### src/axi_bus_pkg.sv
/*
 * AXI4 write-channel field widths and the fixed encodings the bridge drives.
 * Referenced by scoped name from the engine and top level.
 */
package axi_bus_pkg;

   localparam int axi_len_w = 8;
   localparam int axi_id_w  = 1;

   typedef logic [2:0] axi_size_t;
   typedef logic [1:0] axi_burst_t;
   typedef logic [3:0] axi_cache_t;
   typedef logic [2:0] axi_prot_t;
   typedef logic [3:0] axi_qos_t;

   // 4-byte beats
   localparam axi_size_t axi_size_4b = 3'd2;
   // Incrementing bursts only
   localparam axi_burst_t axi_burst_incr = 2'd1;
   // Modifiable, non-bufferable
   localparam axi_cache_t axi_cache_mod = 4'b0010;
   // Unprivileged, non-secure, data access
   localparam axi_prot_t axi_prot_ns = 3'b010;

endpackage

### src/axis2axi_pkg.sv
/*
 * Stream-to-AXI bridge definitions: data word, write engine states, page size.
 */
package axis2axi_pkg;

   localparam int data_w         = 32;
   localparam int bytes_per_word = data_w / 8;

   // No burst may cross this boundary
   localparam int page_bytes = 4096;

   typedef logic [data_w-1:0] word_t;

   typedef enum logic [1:0] {
      wait_data      = 2'd0,
      start_transfer = 2'd1,
      transfer       = 2'd2,
      wait_bresp     = 2'd3
   } wr_state_t;

endpackage

### src/fifo_ram_2p.sv
/*
 * Two-port RAM used as FIFO storage. One write port, one read port whose
 * output register only loads when r_en_i is high.
 */
`timescale 1ns/1ps

module fifo_ram_2p #(
   parameter int ADDR_W = 4
) (
   input  logic                clk_i,
   input  logic                w_en_i,
   input  logic [ADDR_W-1:0]   w_addr_i,
   input  axis2axi_pkg::word_t w_data_i,
   input  logic                r_en_i,
   input  logic [ADDR_W-1:0]   r_addr_i,
   output axis2axi_pkg::word_t r_data_o
);

   axis2axi_pkg::word_t mem [2**ADDR_W];

   always_ff @(posedge clk_i) begin
      if (w_en_i) begin
         mem[w_addr_i] <= w_data_i;
      end
   end

   // Read data holds until the next read strobe
   always_ff @(posedge clk_i) begin
      if (r_en_i) begin
         r_data_o <= mem[r_addr_i];
      end
   end

endmodule

### src/fifo_sync.sv
/*
 * Synchronous FIFO controller with a level output. Storage lives outside,
 * reached through the ext_mem port; read data arrives one cycle after r_en_i.
 */
`timescale 1ns/1ps

module fifo_sync #(
   parameter int ADDR_W = 4
) (
   input  logic                clk_i,
   input  logic                rst_n_i,
   // Write side
   input  logic                w_en_i,
   input  axis2axi_pkg::word_t w_data_i,
   output logic                w_full_o,
   // Read side
   input  logic                r_en_i,
   output axis2axi_pkg::word_t r_data_o,
   output logic                r_empty_o,
   output logic [ADDR_W:0]     level_o,
   // External RAM
   output logic                ext_mem_w_en_o,
   output logic [ADDR_W-1:0]   ext_mem_w_addr_o,
   output axis2axi_pkg::word_t ext_mem_w_data_o,
   output logic                ext_mem_r_en_o,
   output logic [ADDR_W-1:0]   ext_mem_r_addr_o,
   input  axis2axi_pkg::word_t ext_mem_r_data_i
);

   localparam int depth = 2**ADDR_W;

   logic [ADDR_W-1:0] w_ptr_q;
   logic [ADDR_W-1:0] r_ptr_q;
   logic [ADDR_W:0]   level_q;
   logic              w_do;
   logic              r_do;

   assign w_full_o  = (level_q == (ADDR_W+1)'(depth));
   assign r_empty_o = (level_q == '0);
   assign level_o   = level_q;

   // Writes when full and reads when empty are dropped
   assign w_do = w_en_i && !w_full_o;
   assign r_do = r_en_i && !r_empty_o;

   assign ext_mem_w_en_o   = w_do;
   assign ext_mem_w_addr_o = w_ptr_q;
   assign ext_mem_w_data_o = w_data_i;
   assign ext_mem_r_en_o   = r_do;
   assign ext_mem_r_addr_o = r_ptr_q;
   assign r_data_o         = ext_mem_r_data_i;

   always_ff @(posedge clk_i) begin
      if (!rst_n_i) begin
         w_ptr_q <= '0;
         r_ptr_q <= '0;
         level_q <= '0;
      end else begin
         if (w_do) begin
            w_ptr_q <= w_ptr_q + 1'b1;
         end
         if (r_do) begin
            r_ptr_q <= r_ptr_q + 1'b1;
         end
         // Simultaneous read and write leaves the level unchanged
         case ({w_do, r_do})
            2'b10:   level_q <= level_q + 1'b1;
            2'b01:   level_q <= level_q - 1'b1;
            default: level_q <= level_q;
         endcase
      end
   end

endmodule

### src/axis2axi_in.sv
/*
 * Write engine: drains buffered stream words as incrementing AXI4 write
 * bursts, one burst in flight, never crossing a 4 KB page.
 */
`timescale 1ns/1ps

module axis2axi_in #(
   parameter int AXI_ADDR_W = 16,
   parameter int BURST_W    = 3
) (
   input  logic                                clk_i,
   input  logic                                rst_n_i,
   // Stream activity, used to detect the tail of the stream
   input  logic                                axis_in_valid_i,
   // Config
   input  logic [AXI_ADDR_W-1:0]               config_in_addr_i,
   input  logic                                config_in_valid_i,
   output logic                                config_in_ready_o,
   // AXI write address
   output logic [AXI_ADDR_W-1:0]               axi_awaddr_o,
   output logic [axi_bus_pkg::axi_len_w-1:0]   axi_awlen_o,
   output logic                                axi_awvalid_o,
   input  logic                                axi_awready_i,
   output logic [axi_bus_pkg::axi_id_w-1:0]    axi_awid_o,
   output axi_bus_pkg::axi_size_t              axi_awsize_o,
   output axi_bus_pkg::axi_burst_t             axi_awburst_o,
   output logic                                axi_awlock_o,
   output axi_bus_pkg::axi_cache_t             axi_awcache_o,
   output axi_bus_pkg::axi_prot_t              axi_awprot_o,
   output axi_bus_pkg::axi_qos_t               axi_awqos_o,
   // AXI write data
   output axis2axi_pkg::word_t                 axi_wdata_o,
   output logic [axis2axi_pkg::bytes_per_word-1:0] axi_wstrb_o,
   output logic                                axi_wlast_o,
   output logic                                axi_wvalid_o,
   input  logic                                axi_wready_i,
   // AXI write response
   input  logic                                axi_bvalid_i,
   output logic                                axi_bready_o,
   // FIFO
   input  logic [BURST_W+1:0]                  fifo_level_i,
   input  logic                                fifo_empty_i,
   input  axis2axi_pkg::word_t                 fifo_data_i,
   output logic                                fifo_r_en_o
);

   localparam int burst_max  = 2**BURST_W;
   localparam int lvl_w      = BURST_W + 2;
   localparam int len_w      = axi_bus_pkg::axi_len_w;
   localparam int page_w     = $clog2(axis2axi_pkg::page_bytes);
   localparam int byte_shift = $clog2(axis2axi_pkg::bytes_per_word);

   axis2axi_pkg::wr_state_t state_q;
   axis2axi_pkg::wr_state_t state_d;
   logic [AXI_ADDR_W-1:0]   addr_q;
   logic [AXI_ADDR_W-1:0]   addr_d;
   logic [AXI_ADDR_W-1:0]   burst_bytes;
   logic [BURST_W:0]        awlen_q;
   logic [BURST_W:0]        beat_cnt_q;
   logic [BURST_W:0]        len_nb;
   logic [BURST_W:0]        burst_len;
   logic                    full_ok;
   logic                    tail_ok;
   logic                    start;
   logic                    beat_ok;
   logic                    last_beat;

   // Fixed AXI fields
   assign axi_awid_o    = '0;
   assign axi_awsize_o  = axi_bus_pkg::axi_size_4b;
   assign axi_awburst_o = axi_bus_pkg::axi_burst_incr;
   assign axi_awlock_o  = 1'b0;
   assign axi_awcache_o = axi_bus_pkg::axi_cache_mod;
   assign axi_awprot_o  = axi_bus_pkg::axi_prot_ns;
   assign axi_awqos_o   = '0;
   assign axi_wstrb_o   = '1;
   assign axi_bready_o  = 1'b1;

   // Full burst when enough is buffered, else flush the tail once the stream idles
   assign full_ok = (fifo_level_i >= lvl_w'(burst_max));
   assign tail_ok = (fifo_level_i != '0) && !full_ok && !axis_in_valid_i;
   assign start   = (state_q == axis2axi_pkg::wait_data) && (full_ok || tail_ok);
   assign len_nb  = full_ok ? (BURST_W+1)'(burst_max) : fifo_level_i[BURST_W:0];

   generate
      if (AXI_ADDR_W > page_w) begin : g_page_clip
         logic [page_w:0] words_left;
         logic [page_w:0] len_ext;

         // Words remaining before the next page boundary
         assign words_left = ((page_w+1)'(axis2axi_pkg::page_bytes)
                              - {1'b0, addr_q[page_w-1:0]}) >> byte_shift;
         assign len_ext    = (page_w+1)'(len_nb);
         assign burst_len  = (len_ext > words_left) ? words_left[BURST_W:0] : len_nb;
      end else begin : g_no_clip
         // Address space smaller than a page, nothing to clip
         assign burst_len = len_nb;
      end
   endgenerate

   assign axi_awvalid_o = (state_q == axis2axi_pkg::start_transfer);
   // Burst never exceeds buffered data, so wvalid can stay up all burst
   assign axi_wvalid_o  = (state_q == axis2axi_pkg::transfer);
   assign beat_ok       = axi_wvalid_o && axi_wready_i;
   assign last_beat     = (beat_cnt_q == awlen_q);
   assign axi_wlast_o   = axi_wvalid_o && last_beat;
   assign axi_awaddr_o  = addr_q;
   assign axi_awlen_o   = len_w'(awlen_q);
   assign axi_wdata_o   = fifo_data_i;

   // First read at start, then one per accepted non-last beat
   assign fifo_r_en_o = start || (beat_ok && !last_beat);

   assign config_in_ready_o = fifo_empty_i && (state_q == axis2axi_pkg::wait_data);

   assign burst_bytes = (AXI_ADDR_W'(awlen_q) + 1'b1) << byte_shift;

   always_comb begin
      state_d = state_q;
      addr_d  = addr_q;
      if (config_in_valid_i) begin
         addr_d = config_in_addr_i;
      end
      case (state_q)
         axis2axi_pkg::wait_data: begin
            if (start) begin
               state_d = axis2axi_pkg::start_transfer;
            end
         end
         axis2axi_pkg::start_transfer: begin
            if (axi_awready_i) begin
               state_d = axis2axi_pkg::transfer;
            end
         end
         axis2axi_pkg::transfer: begin
            if (beat_ok && last_beat) begin
               addr_d  = addr_q + burst_bytes;
               state_d = axis2axi_pkg::wait_bresp;
            end
         end
         axis2axi_pkg::wait_bresp: begin
            if (axi_bvalid_i) begin
               state_d = axis2axi_pkg::wait_data;
            end
         end
         default: state_d = axis2axi_pkg::wait_data;
      endcase
   end

   always_ff @(posedge clk_i) begin
      if (!rst_n_i) begin
         state_q    <= axis2axi_pkg::wait_data;
         addr_q     <= '0;
         awlen_q    <= '0;
         beat_cnt_q <= '0;
      end else begin
         state_q <= state_d;
         addr_q  <= addr_d;
         if (start) begin
            awlen_q <= burst_len - 1'b1;
         end
         if (state_q == axis2axi_pkg::wait_data) begin
            beat_cnt_q <= '0;
         end else if (beat_ok) begin
            beat_cnt_q <= beat_cnt_q + 1'b1;
         end
      end
   end

endmodule

### src/axis2axi_top.sv
/*
 * Stream-to-AXI4 write bridge top level: FIFO, its RAM and the write engine.
 */
`timescale 1ns/1ps

module axis2axi_top #(
   parameter int AXI_ADDR_W = 16,
   parameter int BURST_W    = 3
) (
   input  logic                                clk_i,
   input  logic                                rst_n_i,
   input  axis2axi_pkg::word_t                 axis_in_data_i,
   input  logic                                axis_in_valid_i,
   output logic                                axis_in_ready_o,
   input  logic [AXI_ADDR_W-1:0]               config_in_addr_i,
   input  logic                                config_in_valid_i,
   output logic                                config_in_ready_o,
   output logic [AXI_ADDR_W-1:0]               axi_awaddr_o,
   output logic [axi_bus_pkg::axi_len_w-1:0]   axi_awlen_o,
   output logic                                axi_awvalid_o,
   input  logic                                axi_awready_i,
   output logic [axi_bus_pkg::axi_id_w-1:0]    axi_awid_o,
   output axi_bus_pkg::axi_size_t              axi_awsize_o,
   output axi_bus_pkg::axi_burst_t             axi_awburst_o,
   output logic                                axi_awlock_o,
   output axi_bus_pkg::axi_cache_t             axi_awcache_o,
   output axi_bus_pkg::axi_prot_t              axi_awprot_o,
   output axi_bus_pkg::axi_qos_t               axi_awqos_o,
   output axis2axi_pkg::word_t                 axi_wdata_o,
   output logic [axis2axi_pkg::bytes_per_word-1:0] axi_wstrb_o,
   output logic                                axi_wlast_o,
   output logic                                axi_wvalid_o,
   input  logic                                axi_wready_i,
   input  logic                                axi_bvalid_i,
   output logic                                axi_bready_o
);

   // FIFO holds two full bursts
   localparam int addr_w = BURST_W + 1;

   logic                fifo_full;
   logic                fifo_empty;
   logic [addr_w:0]     fifo_level;
   logic                fifo_r_en;
   axis2axi_pkg::word_t fifo_r_data;
   logic                mem_w_en;
   logic [addr_w-1:0]   mem_w_addr;
   axis2axi_pkg::word_t mem_w_data;
   logic                mem_r_en;
   logic [addr_w-1:0]   mem_r_addr;
   axis2axi_pkg::word_t mem_r_data;

   // Back-pressure on the stream comes straight from the FIFO
   assign axis_in_ready_o = !fifo_full;

   fifo_ram_2p #(
      .ADDR_W(addr_w)
   ) ram_i (
      .clk_i   (clk_i),
      .w_en_i  (mem_w_en),
      .w_addr_i(mem_w_addr),
      .w_data_i(mem_w_data),
      .r_en_i  (mem_r_en),
      .r_addr_i(mem_r_addr),
      .r_data_o(mem_r_data)
   );

   fifo_sync #(
      .ADDR_W(addr_w)
   ) fifo_i (
      .clk_i           (clk_i),
      .rst_n_i         (rst_n_i),
      .w_en_i          (axis_in_valid_i),
      .w_data_i        (axis_in_data_i),
      .w_full_o        (fifo_full),
      .r_en_i          (fifo_r_en),
      .r_data_o        (fifo_r_data),
      .r_empty_o       (fifo_empty),
      .level_o         (fifo_level),
      .ext_mem_w_en_o  (mem_w_en),
      .ext_mem_w_addr_o(mem_w_addr),
      .ext_mem_w_data_o(mem_w_data),
      .ext_mem_r_en_o  (mem_r_en),
      .ext_mem_r_addr_o(mem_r_addr),
      .ext_mem_r_data_i(mem_r_data)
   );

   axis2axi_in #(
      .AXI_ADDR_W(AXI_ADDR_W),
      .BURST_W   (BURST_W)
   ) engine_i (
      .clk_i            (clk_i),
      .rst_n_i          (rst_n_i),
      .axis_in_valid_i  (axis_in_valid_i),
      .config_in_addr_i (config_in_addr_i),
      .config_in_valid_i(config_in_valid_i),
      .config_in_ready_o(config_in_ready_o),
      .axi_awaddr_o     (axi_awaddr_o),
      .axi_awlen_o      (axi_awlen_o),
      .axi_awvalid_o    (axi_awvalid_o),
      .axi_awready_i    (axi_awready_i),
      .axi_awid_o       (axi_awid_o),
      .axi_awsize_o     (axi_awsize_o),
      .axi_awburst_o    (axi_awburst_o),
      .axi_awlock_o     (axi_awlock_o),
      .axi_awcache_o    (axi_awcache_o),
      .axi_awprot_o     (axi_awprot_o),
      .axi_awqos_o      (axi_awqos_o),
      .axi_wdata_o      (axi_wdata_o),
      .axi_wstrb_o      (axi_wstrb_o),
      .axi_wlast_o      (axi_wlast_o),
      .axi_wvalid_o     (axi_wvalid_o),
      .axi_wready_i     (axi_wready_i),
      .axi_bvalid_i     (axi_bvalid_i),
      .axi_bready_o     (axi_bready_o),
      .fifo_level_i     (fifo_level),
      .fifo_empty_i     (fifo_empty),
      .fifo_data_i      (fifo_r_data),
      .fifo_r_en_o      (fifo_r_en)
   );

endmodule

### config.mk
export PLATFORM = sky130hd
export DESIGN_NAME = axis2axi_top
export DESIGN_NICKNAME = d
export VERILOG_FILES = /design/src/axi_bus_pkg.sv /design/src/axis2axi_pkg.sv /design/src/fifo_ram_2p.sv /design/src/fifo_sync.sv /design/src/axis2axi_in.sv /design/src/axis2axi_top.sv
export SDC_FILE = /design/constraint.sdc
export NUM_CORES = 1
export LEC_CHECK = 0
export ABC_AREA = 0
export BUFFER_PORTS_ARGS = -buffer_cell sky130_fd_sc_hd__buf_2
export CAP_MARGIN = 10
export CORE_ASPECT_RATIO = 1.2
export CORE_UTILIZATION = 25
export DETAILED_ROUTE_END_ITERATION = 10
export PLACE_DENSITY_LB_ADDON = 0.1
export SYNTH_ARGS = -nofsm -noshare
export SYNTH_HDL_FRONTEND = slang
export SYNTH_SLANG_ARGS = --single-unit
### constraint.sdc
create_clock -name clk_i -period 4.75 [get_ports clk_i]
set_clock_uncertainty 0.2 [all_clocks]
set_input_delay 0.2375 -clock clk_i [delete_from_list [all_inputs] [get_ports clk_i]]
set_output_delay 0.2375 -clock clk_i [all_outputs]
set_load 0.03 [all_outputs]
Word-level counts from Yosys, hierarchy flattened
Memories as Yosys holds them, arrays and structs flattened. A register that Yosys moved wholly into a read port is not among the register bits.
Cells that the tools add are included.
{ "classes": {"addsub": 9, "order_cmp": 2, "eq_ne": 11, "muxes": 13, "bitwise": 1, "n_reduce_logical": 23} }
{ "ops": {"columns": ["cell", "count"], "rows": [
  ["two-way mux 16 bit", 3],
  ["adder 16 bit", 1],
  ["subtractor 13 x 12 -> 13 bit (first input constant)", 1],
  ["adder 4 x 1 -> 4 bit (second input constant)", 3],
  ["> comparator 4 x 11 -> 1 bit", 1],
  ["logical AND 1 bit", 10],
  ["one-hot mux 5 bit (2 select lines)", 1],
  ["two-way mux 2 bit", 4],
  ["two-way mux 4 bit", 2],
  ["one-hot mux 2 bit (4 select lines)", 1],
  ["== test 2 bit (second input constant)", 3],
  ["adder 4 x 1 -> 5 bit (second input constant)", 1],
  ["adder 5 x 1 -> 5 bit (second input constant)", 1],
  ["== test 5 bit (second input constant)", 1],
  [">= comparator 5 x 4 -> 1 bit (second input constant)", 1],
  ["logical NOT 1 bit", 5],
  ["logical NOT 5 bit", 1],
  ["nonzero test 5 bit", 1],
  ["subtractor 5 x 1 -> 5 bit (second input constant)", 1],
  ["== test 2 x 1 -> 1 bit (second input constant)", 2],
  ["== test 4 bit", 1],
  ["!= test 2 x 1 -> 1 bit (second input constant)", 2],
  ["!= test 2 bit (second input constant)", 2],
  ["AND reduction 4 bit", 1],
  ["7 further kinds", 9]
]} }
{ "totals": {"register_bits": 39, "mem_bits_rw": 512, "inputBits": 55, "out_inout_bits": 84, "wordCells": 67, "mem_count": 1} }
{ "mem_list": {"columns": ["memory", "words", "word_bits", "read_ports", "rd_ports_with_merged_regs", "wr", "line_no", "rtl"], "rows": [
  ["ram_i.mem", 16, 32, 1, 1, 1, "fifo_ram_2p.sv:19", "axis2axi_pkg::word_t mem [2**ADDR_W];"]
]} }

Depth between registers and ports, before layout
Gate-level depths: netlist of run 1.
{ "logic_depth": {"ltp_word": 10, "ltp_mapped": 14, "depth_no_buf": 13} }

Hierarchy
From an unflattened synthesis of run 1, not the netlist that was laid out.
{ "hier_totals": {"hier_cells": 1263, "area_unflattened_um2": 23725.3} }
{ "modules_own_cells": {"columns": ["mod", "n_inst", "cells_each", "area_per_inst_um2", "seq_area_each_um2"], "rows": [
  ["fifo_ram_2p", 1, 838, 20174.3, 16335.7],
  ["axis2axi_in", 1, 284, 2331.0, 520.5],
  ["fifo_sync", 1, 140, 1216.2, 260.2],
  ["axis2axi_top", 1, 1, 3.8, 0.0]
]} }

Least setup slack after synthesis of run 1
OpenSTA, ideal clock, no wires.
{ "synth_path": {"kind": "register -> register", "startpoint": "reg engine_i.state_q[0]", "endpoint": "reg fifo_i.level_q[4] (netlist: fifo_i.level_o[4])", "setup_time_ns": 0.070, "arrival_ns": 5.093, "required_time_ns": 4.480, "path_slack_ns": -0.614, "path_stages_with_launch": 15, "n_path_buf": 1, "synth_period_minus_slack_ns": 5.364, "path_cell_list": "dfxtp_1 > inv_1 > ha_1 > and2_1 > clkbuf_1 > o41ai_1 > a21oi_1 > ha_1 > inv_1 > fa_1 > nor2b_1 > o21ai_0 > and3_1 > or4_1 > a21oi_1"} }
{ "synth_via": {"elab_chain_cells": 7, "elab_cells_between_ends": 11, "classes_between": "eq/ne (3); mux (1); reduce/logical (7)"} }
{ "synth_rtl": {"columns": ["element", "line_no", "rtl"], "rows": [
  ["start: declaration", "axis2axi_in.sv:53", "axis2axi_pkg::wr_state_t state_q;"],
  ["start signal: assignment", "axis2axi_in.sv:152", "state_q <= axis2axi_pkg::wait_data;"],
  ["start signal: assignment", "axis2axi_in.sv:157", "state_q <= state_d;"],
  ["== test 2 bit *", "axis2axi_in.sv:103", "assign axi_wvalid_o = (state_q == axis2axi_pkg::transfer);"],
  ["via axi_wvalid_o", "axis2axi_top.sv:32", "output logic axi_wvalid_o,"],
  ["logical AND 1 bit *", "axis2axi_in.sv:104", "assign beat_ok = axi_wvalid_o && axi_wready_i;"],
  ["logical AND 1 bit *", "axis2axi_in.sv:112", "assign fifo_r_en_o = start || (beat_ok && !last_beat);"],
  ["logical OR 1 bit *", "axis2axi_in.sv:112", null],
  ["logical AND 1 bit *", "fifo_sync.sv:44", "assign r_do = r_en_i && !r_empty_o;"],
  ["via fifo_i.ext_mem_r_en_o", "fifo_sync.sv:25", "output logic ext_mem_r_en_o,"],
  ["== test 2 x 1 -> 1 bit or == test 2 bit (tied branches)", "fifo_sync.sv:66", "case ({w_do, r_do})"],
  ["one-hot mux 5 bit (2 select lines) or nonzero test 2 bit (tied branches)", null, null],
  ["end signal: assignment", "fifo_sync.sv:67", "2'b10: level_q <= level_q + 1'b1;"],
  ["end signal: assignment", "fifo_sync.sv:68", "2'b01: level_q <= level_q - 1'b1;"],
  ["end signal: assignment", "fifo_sync.sv:69", "default: level_q <= level_q;"],
  ["end: declaration", "fifo_sync.sv:34", "logic [ADDR_W:0] level_q;"]
]} }
Mark *: on every way through the listed nets, which the timed path passes. The rest lies on a longest branch.
A chain may end at the register's enable or synchronous reset.

Worst setup path after layout of run 1
{ "layout_path": {"startpoint": "reg engine_i.state_q[0]", "endpoint": "reg fifo_i.level_q[4] (netlist: fifo_i.level_o[4])"} }
{ "layout_via": {"elab_chain_cells": 7, "elab_cells_between_ends": 11, "classes_between": "eq/ne (3); mux (1); reduce/logical (7)"} }
{ "layout_rtl": {"columns": ["element", "line_no"], "rows": [
  ["== test 2 bit", "axis2axi_in.sv:103"],
  ["logical AND 1 bit", "axis2axi_in.sv:104"],
  ["logical AND 1 bit", "axis2axi_in.sv:112"],
  ["logical OR 1 bit *", "axis2axi_in.sv:112"],
  ["logical AND 1 bit *", "fifo_sync.sv:44"],
  ["via fifo_i.ext_mem_r_en_o", "fifo_sync.sv:25"],
  ["== test 2 x 1 -> 1 bit or == test 2 bit (tied branches)", "fifo_sync.sv:66"],
  ["one-hot mux 5 bit (2 select lines) or nonzero test 2 bit (tied branches)", null]
]} }
Marks and branches as above.

==> impl_metrics.env, run 1 <==
export IMPL_hold_violations=0
export IMPL_slew_viol_final=0
export IMPL_ys_seq_area_share_pct=74.0
export IMPL_grt_max_degree=59
export IMPL_cap_viol_max_count=0
export IMPL_use_met1_pct=16.5
export IMPL_synth_most_common_cell="edfxtp_1"
export IMPL_use_met3_pct=2.75
export IMPL_ir_drop_uv=254
export IMPL_netlist_area_mm2=0.0231
export IMPL_path_class="reg -> reg"
export IMPL_detail_route_antenna_nets=0
export IMPL_start_util_pct=25.4
export IMPL_ys_async_sr_fraction_pct=0
export IMPL_arrival_ns=4.00
export IMPL_slowest_delay_ns=0.46
export IMPL_synth_largest_area_cell="edfxtp_1"
export IMPL_grt_busiest_layer="met2"
export IMPL_die_h_um=335
export IMPL_cts_hold_buffers=71
export IMPL_final_net_count=1426
export IMPL_grt_antenna_before_repair=2
export IMPL_hpwl_um=35000
export IMPL_core_mm2=0.0911
export IMPL_cp_start_kind="flop"
export IMPL_synth_edf_count=544
export IMPL_cts_tree="done"
export IMPL_setup_tns_final_ns=0
export IMPL_ctsResizeCount=0
export IMPL_grt_ovfl_total=0
export IMPL_routed_wirelength_um=60300
export IMPL_drt_iter0_drc=634
export IMPL_clk_path_buf_depth=3
export IMPL_cts_htree_levels=3
export IMPL_cts_made_buffers=68
export IMPL_cts_setup_buffers=0
export IMPL_hold_path_class="in -> reg"
export IMPL_multi_input_area_mm2=0.00575
export IMPL_syn_to_final_growth_pct=22.2
export IMPL_num_io_pins=139
export IMPL_worstSkewPairLatency_ns=0.62
export IMPL_critical_path_cell_chain="inv_1, ha_1, and2_1, o41ai_1, a21oi_4, ha_1, inv_1, fa_1, nor2b_1, o21ai_0, and3_1, or4_1, a21oi_1"
export IMPL_post_route_period_util_pct=77.9
export IMPL_port_buffers=111
export IMPL_synthTopCellsByArea="edfxtp_1, mux4_2, dfxtp_1"
export IMPL_cp_end_kind="flop"
export IMPL_grt_util_met2_pct=22.6
export IMPL_grt_usage_pct=13.1
export IMPL_clkSinkCount=583
export IMPL_synth_top_area_share_pct=70.6
export IMPL_synthCells=1114
export IMPL_cts_clk_slew_worst_paths_ns=0.06
export IMPL_drc=0
export IMPL_synth_cell_type_count=64
export IMPL_grt_pass1_vias=12207
export IMPL_cp_slowest_cell="and2_1"
export IMPL_n_fill_cell=8928
export IMPL_wl_per_cell_um=22.9
export IMPL_register_area_mm2=0.0171
export IMPL_cts_root_buffer="clkbuf_16"
export IMPL_leakagePower_nw=9.03
export IMPL_setup_viol=0
export IMPL_synth_common_cells="edfxtp_1, mux4_2, nor2_1, dfxtp_1, clkbuf_1"
export IMPL_utilization_pct=31.0
export IMPL_max_slew_margin_rel_pct=31.1
export IMPL_status="finished, final reports clean"
export IMPL_worst_slack_ns=1.05
export IMPL_min_period_ns=3.70
export IMPL_rsz0062_at_grt="no"
export IMPL_rows=121
export IMPL_dp_worst_setup_slack_ns=1.06
export IMPL_viasPerCell=4.35
export IMPL_path_max_fanout=10
export IMPL_p_per_area_mw_per_mm2=500
export IMPL_drive_gt1_share_pct=30.9
export IMPL_yosys_warnings=0
export IMPL_syn_avg_cell_area_um2=20.8
export IMPL_fmax_mhz=270
export IMPL_tightest_slew_ns=1.03
export IMPL_gp_congestion=0.735
export IMPL_firstDrtPassIters=5
export IMPL_dr_total_vias=11425
export IMPL_required_ns=5.05
export IMPL_synth_ff_latch_count=583
export IMPL_grt_pass1_wl_um=88100
export IMPL_die_area_mm2=0.0938
export IMPL_synth_flop_cell="edfxtp_1"
export IMPL_dieWidth_um=280
## metrics by stage
stage | area (um^2) | hold WS (ns) | power (mW) | cells
after CTS | 28300 | 0.0159 | 14.4 | 2627
after detailed placement | 25400 | 0.312 | 9.12 | 2433
final | 28300 | 0.0821 | 14.1 | 2628
after global placement | 25400 | 0.308 | 9.13 | 2433
after global routing | 28300 | 0.0871 | 14.8 | 2628
after floorplan | 23200 | 0.136 | 8.16 | 1139
## state kept, by name, indices dropped and copies added (netlist names)
signal	flops
ram_i.mem	512
engine_i.axi_awaddr_o	16
engine_i.state_q	2
engine_i.beat_cnt_q	4
fifo_i.ext_mem_w_addr_o	4
fifo_i.level_o	5
ram_i.r_data_o	32
engine_i.awlen_q	4
fifo_i.ext_mem_r_addr_o	4
## cells by family (layout without fill, tap and decap cells)
group                      Yosys count  after routing  synth area share (%)
adders and majority gates           27             27                  1.52
muxes                              170            170                  16.0
buffers and inverters               97            355                  2.11
AOI/OAI and AO/OA                   78             78                  2.51
and+or+nand+nor                    136            136                  3.05
DFF                                583            583                  74.0
other                                2             28                0.0324
xor gates and xnor gates            21             21                 0.795
## where the power goes
| part | leakage [nW] | switching, mW | internal (mW) |
|---|---|---|---|
| Sequential | 5.24 | 0.176 | 6.02 |
| Combinational | 2.74 | 1.71 | 1.09 |
| Clock | 1.05 | 2.14 | 3.00 |
## worst paths after layout
path	startpoint	to	slack (ns)	cells past startpoint
worst max-delay path	engine_i.state_q[0]	fifo_i.level_o[4]	1.05	13
worst min-delay path	config_in_valid_i	engine_i.axi_awaddr_o[8]	0.08	3
worst max register to register	engine_i.state_q[0]	fifo_i.level_o[4]	1.05	13
worst min register to register	engine_i.beat_cnt_q[1]	engine_i.beat_cnt_q[1]	0.32	2
## layout by cell type, fill, tap and decap left out, types with 4 or more instances in the layout
cell             n
a211oi_1         9
a21o_1           7
a21oi_1         18
a221oi_1         4
and2_1           6
and3_1           5
buf_12          10
buf_2          111
buf_4           20
bufinv_16        6
clkbuf_1        10
clkbuf_16       69
clkinv_1        19
clkinv_2        10
clkinvlp_4       4
conb_1          27
dfxtp_1         35
dlygate4sd3_1   71
edfxtp_1       544
ha_1            25
inv_1           19
inv_6            4
mux2i_1          9
mux4_2         160
nand2_1         27
nand2b_1         7
nand3_1          9
nand4_1          8
nor2_1          32
nor2_4          12
nor3_1           6
nor3_2           5
o21ai_0          6
o221ai_1         4
or4_1            4
xnor2_1          7
xor2_1          14
## cell type report
type	instances	area share (%)
flip-flops and latches	583	60.6
multi-input cells	459	20.3
repair buffers	212	5.72
clock buffers	79	6.24
diodes	1	0.00885
clock inverters	44	1.40
inverters	20	0.266
well taps	1230	5.44
## per-layer routing
metal | wire length [um] | share of wire [%]
met3 | 2750 | 4.6
met5 | 8 | 0.013
met1 | 25900 | 43
met2 | 30600 | 51
met4 | 1060 | 1.8
## critical path: cells and delay by family (launching register included)
| kind | cells | cell delay (ns) |
|---|---|---|
| flip-flops | 1 | 0.34 |
| adder cells (fa/ha/maj) | 3 | 0.91 |
| buffers and inverters | 2 | 0.20 |
| AND/OR/NAND/NOR | 4 | 1.20 |
| AO/OA/AOI/OAI | 4 | 0.74 |
No activity file was read; power rests on OpenSTA's default activity.
==> inputs of run 2 (changes only) <==
ABC_AREA = 1   (was 0)
clock period = 3 ns   (was 4.75 ns; I/O delays follow)
==> run 2 against run 1 <==
Compared with the run above:
- clock power rose by 51%
- global-route usage rose by 0.91 points
- die area increased by 3.2%
- maximum frequency is 29% higher
- highest routed layer unchanged
- routed wire length grew 13%
- largest cell class unchanged
- worst hold slack better by 0.20 ns
- critical path depth down 2
- cell area rose by 3.3%
- synthesized area grew 3.2%
==> impl_metrics.env, run 2 <==
export IMPL_status="finished, final reports clean"
export IMPL_synth_cell_type_count=45
export IMPL_drive_gt1_share_pct=16.6
export IMPL_top_register="ram_i.mem"
export IMPL_hpwl_um=37900
export IMPL_cap_viol_max_count=0
export IMPL_cp_end_kind="flop"
export IMPL_ys_seq_area_share_pct=71.6
export IMPL_cts_made_buffers=66
export IMPL_post_route_period_util_pct=95.6
export IMPL_synth_edf_count=544
export IMPL_required_ns=3.28
export IMPL_gp_congestion=0.755
export IMPL_port_buffers=111
export IMPL_worst_slack_ns=0.131
export IMPL_layout_commonest_cell="edfxtp_1"
export IMPL_layout_cells_non_filler=3287
export IMPL_critical_path_cell_chain="buf_4, ha_1, xor2_1, ha_1, buf_4, a21oi_2, nand2_1, or2_2, a21oi_1, a211oi_1, dlygate4sd3_1"
export IMPL_yosys_warnings=0
export IMPL_cts_htree_levels=3
export IMPL_clk_path_buf_depth=3
export IMPL_grt_ovfl_total=0
export IMPL_hold_ws_ns=0.286
export IMPL_worstSkewPairLatency_ns=0.60
export IMPL_rsz0062_at_grt="yes"
export IMPL_final_cell_mix="edfxtp_1, nor2_1, o21ai_0, nand2_1, buf_2"
export IMPL_grt_pass1_wl_um=101000
export IMPL_dieWidth_um=284
export IMPL_synth_common_cells="edfxtp_1, nor2_1, o21ai_0, nand2_1"
export IMPL_syn_to_final_growth_pct=22.2
export IMPL_fmax_mhz=349
export IMPL_core_mm2=0.0942
export IMPL_grt_usage_pct=14.0
export IMPL_synth_top_area_share_pct=68.4
export IMPL_cp_start_kind="flop"
export IMPL_slew_viol_final=0
export IMPL_placed_cells=3091
export IMPL_grt_pass1_vias=15381
export IMPL_grt_max_degree=108
export IMPL_tightest_slew_ns=0.768
export IMPL_cts_root_buffer="clkbuf_16"
export IMPL_arrival_ns=3.15
export IMPL_path_max_fanout=4
export IMPL_synthTopCellsByArea="edfxtp_1, nor2_1, o21ai_0"
export IMPL_synthCells=1782
export IMPL_r2r_cells=11
export IMPL_largest_reg_flops=512
export IMPL_p_per_area_mw_per_mm2=768
export IMPL_start_util_pct=25.4
export IMPL_hold_path_class="in -> reg"
export IMPL_synth_flop_cell="edfxtp_1"
export IMPL_cp_slowest_cell="dlygate4sd3_1"
export IMPL_ys_async_sr_fraction_pct=0
export IMPL_cts_tree="done"
export IMPL_firstDrtPassIters=5
export IMPL_viasPerCell=4.53
export IMPL_wl_per_cell_um=20.7
export IMPL_utilization_pct=31.0
export IMPL_slowest_delay_ns=0.58
export IMPL_min_period_ns=2.87
export IMPL_rows=123
export IMPL_max_slew_margin_rel_pct=48.8
export IMPL_drc=0
export IMPL_grt_antenna_before_repair=4
export IMPL_die_area_mm2=0.0968
export IMPL_holdPathStages=2
export IMPL_antenna_cells=0
export IMPL_dr_total_vias=14892
export IMPL_detail_route_antenna_nets=0
export IMPL_hold_violations=0
export IMPL_dp_worst_setup_slack_ns=0.160
export IMPL_final_net_count=2071
export IMPL_cts_clk_slew_worst_paths_ns=0.06
export IMPL_ir_drop_uv=438
export IMPL_synth_ff_latch_count=583
export IMPL_totalPowerFinal_mw=22.4
export IMPL_die_h_um=341
export IMPL_clkSinkCount=583
export IMPL_num_io_pins=139
export IMPL_path_class="reg -> reg"
export IMPL_synth_most_common_cell="edfxtp_1"
export IMPL_syn_avg_cell_area_um2=13.4
export IMPL_netlist_area_mm2=0.0239
export IMPL_synth_largest_area_cell="edfxtp_1"
export IMPL_setup_viol=0
export IMPL_routed_wirelength_um=68000
export IMPL_n_fill_cell=9504
export IMPL_leakagePower_nw=9.77
export IMPL_drt_iter0_drc=907
[run 2: per-stage QoR]
| step | instance area, um^2 | TNS (ns) |
|---|---|---|
| detailed placement | 26300 | 0 |
| global placement | 26300 | 0 |
| floorplan | 24000 | -83.17 |
| global route | 29200 | -0.0528 |
| CTS | 29100 | 0 |
| finish | 29200 | 0 |
[run 2: kinds of logic after synthesis]
family	after synthesis	synth area share, %
other	2	0.0314
buffers and inverters	198	3.73
AOI/OAI and AO/OA	378	10.3
and+or+nand+nor	492	8.63
xor gates and xnor gates	19	0.696
muxes	83	3.48
DFF	583	71.6
adders and majority gates	27	1.48
[run 2: cell type report]
type                            instances  area (um^2)  area share, %
Timing Repair Buffer                  247         2010           6.87
Multi-Input combinational cell       1026         6190           21.2
Clock buffer                           81         1770           6.07
Inverter                               65          253          0.866
Sequential cell                       583        17100           58.7
Clock inverter                         35          272          0.930
Tap cell                             1250         1560           5.36
[run 2: worst max-delay path, delay by kind of cell, from the launching register on]
kind            cells  cell delay, ns
fa+ha+maj           2            0.56
flops               1            0.32
compound gates      3            0.32
buf+inv             3            0.88
simple gates        2            0.34
xor+xnor            1            0.15
[run 2: worst paths after layout]
path / start / to / slack (ns)
setup reg to reg: engine_i.awlen_q[1] / engine_i.axi_awaddr_o[5] / 0.13
setup / recovery: engine_i.awlen_q[1] / engine_i.axi_awaddr_o[5] / 0.13
hold reg to reg: fifo_i.level_o[4] / fifo_i.level_o[4] / 0.31
hold / removal: axis_in_data_i[27] / ram_i.mem[5][27] / 0.29
[run 2: layer usage]
| layer | global-route usage (%) | routed length [um] | vias to the layer above |
|---|---|---|---|
| met1 | 17.6 | 29800 | 7487 |
| met3 | 2.67 | 2730 | 91 |
| li1 | - | - | 7032 |
| met4 | 3.95 | 1300 | 6 |
| met5 | 0 | 35 | - |
| met2 | 24.4 | 34100 | 276 |
[run 2: repair_timing]
action | 4_1_cts | 5_1_grt
hold endpoints to repair | 551 | 0
endpoints found under the setup margin | 0 | 4
setup buffers | 0 | 3
gates resized for setup | 0 | 16
hold buffers | 78 | 0
[run 2: where the power goes]
group	leakage, nW	switching [mW]	internal [mW]
clock	1.02	3.25	4.54
combinational	3.51	3.33	1.53
sequential	5.25	0.274	9.50
==> inputs of run 3 (changes only) <==
SETUP_SLACK_MARGIN = 0.3   (was default)
==> run 3 against run 2 <==
Compared with the run above:
- non-clock buffer count rose by 2
- utilization increased by 0.26 points
- final cell count is 0.12% higher
- routed wire length barely moved
- critical endpoint is now engine_i.awlen_q[2]
- global-route usage fell by 0.089 points
- die area unchanged
- register-to-register slack gained 0.24 ns
- highest routed layer unchanged
- maximum frequency up 8.9%
- critical path type unchanged
==> impl_metrics.env, run 3 (synthesized netlist as in run 2, its figures left out) <==
export IMPL_hold_path_class="in -> reg"
export IMPL_fmax_mhz=380
export IMPL_reg2reg_to="engine_i.awlen_q[2]"
export IMPL_start_util_pct=25.4
export IMPL_drive_gt1_share_pct=18.8
export IMPL_endpoint="engine_i.awlen_q[2]"
export IMPL_cp_start_kind="flop"
export IMPL_layout_commonest_cell="edfxtp_1"
export IMPL_cap_viol_max_count=0
export IMPL_routed_wirelength_um=68000
export IMPL_slew_viol_final=0
export IMPL_totalPowerFinal_mw=22.8
export IMPL_drt_iter0_drc=764
export IMPL_clkSinkCount=583
export IMPL_ir_drop_uv=437
export IMPL_path_class="reg -> reg"
export IMPL_wl_per_cell_um=20.7
export IMPL_slowest_delay_ns=0.33
export IMPL_clk_path_buf_depth=3
export IMPL_cts_made_buffers=69
export IMPL_setup_tns_final_ns=0
export IMPL_required_ns=3.31
export IMPL_critical_path_cell_chain="nor2_4, buf_6, nand2_2, nand2_2, nand2_4, ha_4, nand2_1, nand2_1, nand2_1, nand3b_1, nand2_1, inv_1, nand2_2, nor2_8, nand2_4, nand2_4, nand2_4, ha_4, xnor2_2, o21ai_1, inv_1"
export IMPL_worstSkewPairLatency_ns=0.62
export IMPL_core_mm2=0.0942
export IMPL_cp_slowest_cell="dfxtp_2"
export IMPL_fin_area_mm2=0.0294
export IMPL_r2r_cells=21
export IMPL_cts_htree_levels=3
export IMPL_cts_clk_slew_worst_paths_ns=0.06
export IMPL_detail_route_antenna_nets=0
export IMPL_final_net_count=2076
export IMPL_status="finished, final reports clean"
export IMPL_arrival_ns=2.94
export IMPL_drc=0
export IMPL_grt_usage_pct=13.9
export IMPL_top_register="ram_i.mem"
export IMPL_grt_pass1_wl_um=99800
export IMPL_hpwl_um=37400
export IMPL_path_max_fanout=5
export IMPL_post_route_period_util_pct=87.8
export IMPL_tightest_slew_ns=0.750
export IMPL_die_h_um=341
export IMPL_cts_root_buffer="clkbuf_16"
export IMPL_viasPerCell=4.57
export IMPL_grt_max_degree=115
export IMPL_min_period_ns=2.63
export IMPL_rows=123
export IMPL_firstDrtPassIters=5
export IMPL_dr_total_vias=15036
export IMPL_setup_viol=0
export IMPL_placed_cell_area_mm2=0.0264
export IMPL_leakagePower_nw=9.80
export IMPL_dieWidth_um=284
export IMPL_hold_violations=0
export IMPL_utilization_pct=31.3
export IMPL_gp_congestion=0.776
export IMPL_num_io_pins=139
export IMPL_p_per_area_mw_per_mm2=774
export IMPL_grt_ovfl_total=0
export IMPL_n_fill_cell=9443
export IMPL_cp_end_kind="flop"
export IMPL_r2r_start="engine_i.axi_awaddr_o[1]"
export IMPL_max_slew_margin_rel_pct=50.0
export IMPL_syn_to_final_growth_pct=23.2
export IMPL_cp_startpoint="engine_i.axi_awaddr_o[1]"
export IMPL_final_cell_mix="edfxtp_1, nor2_1, o21ai_0, buf_2, nand2_1"
export IMPL_cts_tree="done"
export IMPL_die_area_mm2=0.0968
export IMPL_rsz0062_at_grt="yes"
export IMPL_grt_pass1_vias=15159
export IMPL_reg2reg_slack_ns=0.37
export IMPL_grt_antenna_before_repair=3
export IMPL_largest_reg_flops=512
export IMPL_port_buffers=111
[run 3: changes by cell type in the layout (fill, tap and decap cells not counted), moves of 6 or more]
cell | previous run | this run
dlygate4sd3_1 | 77 | 68
nand2_1 | 120 | 110
inv_1 | 53 | 43
nand2_4 | 1 | 8
clkinv_2 | 16 | 10
dfxtp_1 | 28 | 19
inv_2 | 9 | 17
[run 3: worst min path at each step]
stage,slack [ns],startpoint,depth (start not counted),to
floorplan,0.05,axis_in_data_i[0],0,ram_i.mem[0][0]
global placement,0.22,config_in_addr_i[1],3,engine_i.axi_awaddr_o[1]
detailed placement,0.22,config_in_addr_i[1],3,engine_i.axi_awaddr_o[1]
CTS,0.15,config_in_addr_i[4],4,engine_i.axi_awaddr_o[4]
global route,0.21,config_in_addr_i[4],4,engine_i.axi_awaddr_o[4]
finish,0.20,config_in_addr_i[4],4,engine_i.axi_awaddr_o[4]
[run 3: area by class of cell]
cell class                      instances  area [um^2]  area share, %
Inverter                               65          258          0.875
Multi-Input combinational cell       1026         6300           21.4
Antenna cell                            2         5.00         0.0170
Sequential cell                       583        17200           58.3
Clock inverter                         33          269          0.914
Clock buffer                           83         1820           6.18
Tap cell                             1250         1560           5.31
Timing Repair Buffer                  249         2070           7.02
[run 3: what timing repair did]
action,CTS,global route
setup buffers,2,16
endpoints found under the hold margin,549,0
hold buffers,68,0
pin swaps,3,25
resized for setup,5,42
endpoints found under the setup margin,2,12
[run 3: power by group]
group          internal, mW  leakage, nW  switching (mW)
Combinational          1.69         3.53            3.42
Clock                  4.58         1.02            3.33
Sequential             9.52         5.25           0.258
Total                  15.8         9.80            7.00
[run 3: per-layer routing]
metal	global-route usage (%)	vias to the layer above	part of all wire (%)
met5	0	-	0.038
li1	-	7039	-
met3	2.62	87	4.2
met1	17.7	7624	45
met2	23.6	282	49
met4	4.73	4	2.2
[run 3: per-stage QoR]
step / instances / hold WS [ns] / setup WS, ns
after floorplan: 1807 / 0.0489 / 0.0585
after global placement: 3087 / 0.218 / 0.243
after detailed placement: 3087 / 0.219 / 0.239
after CTS: 3273 / 0.147 / 0.301
final: 3291 / 0.198 / 0.366
after global routing: 3290 / 0.214 / 0.153
[run 3: critical path: cells and delay by family (launching register included)]
kind,cells,cell delay (ns)
compound gates,1,0.12
buf+inv,3,0.22
fa+ha+maj,2,0.43
flops,1,0.33
simple gates,14,1.12
xor+xnor,1,0.12
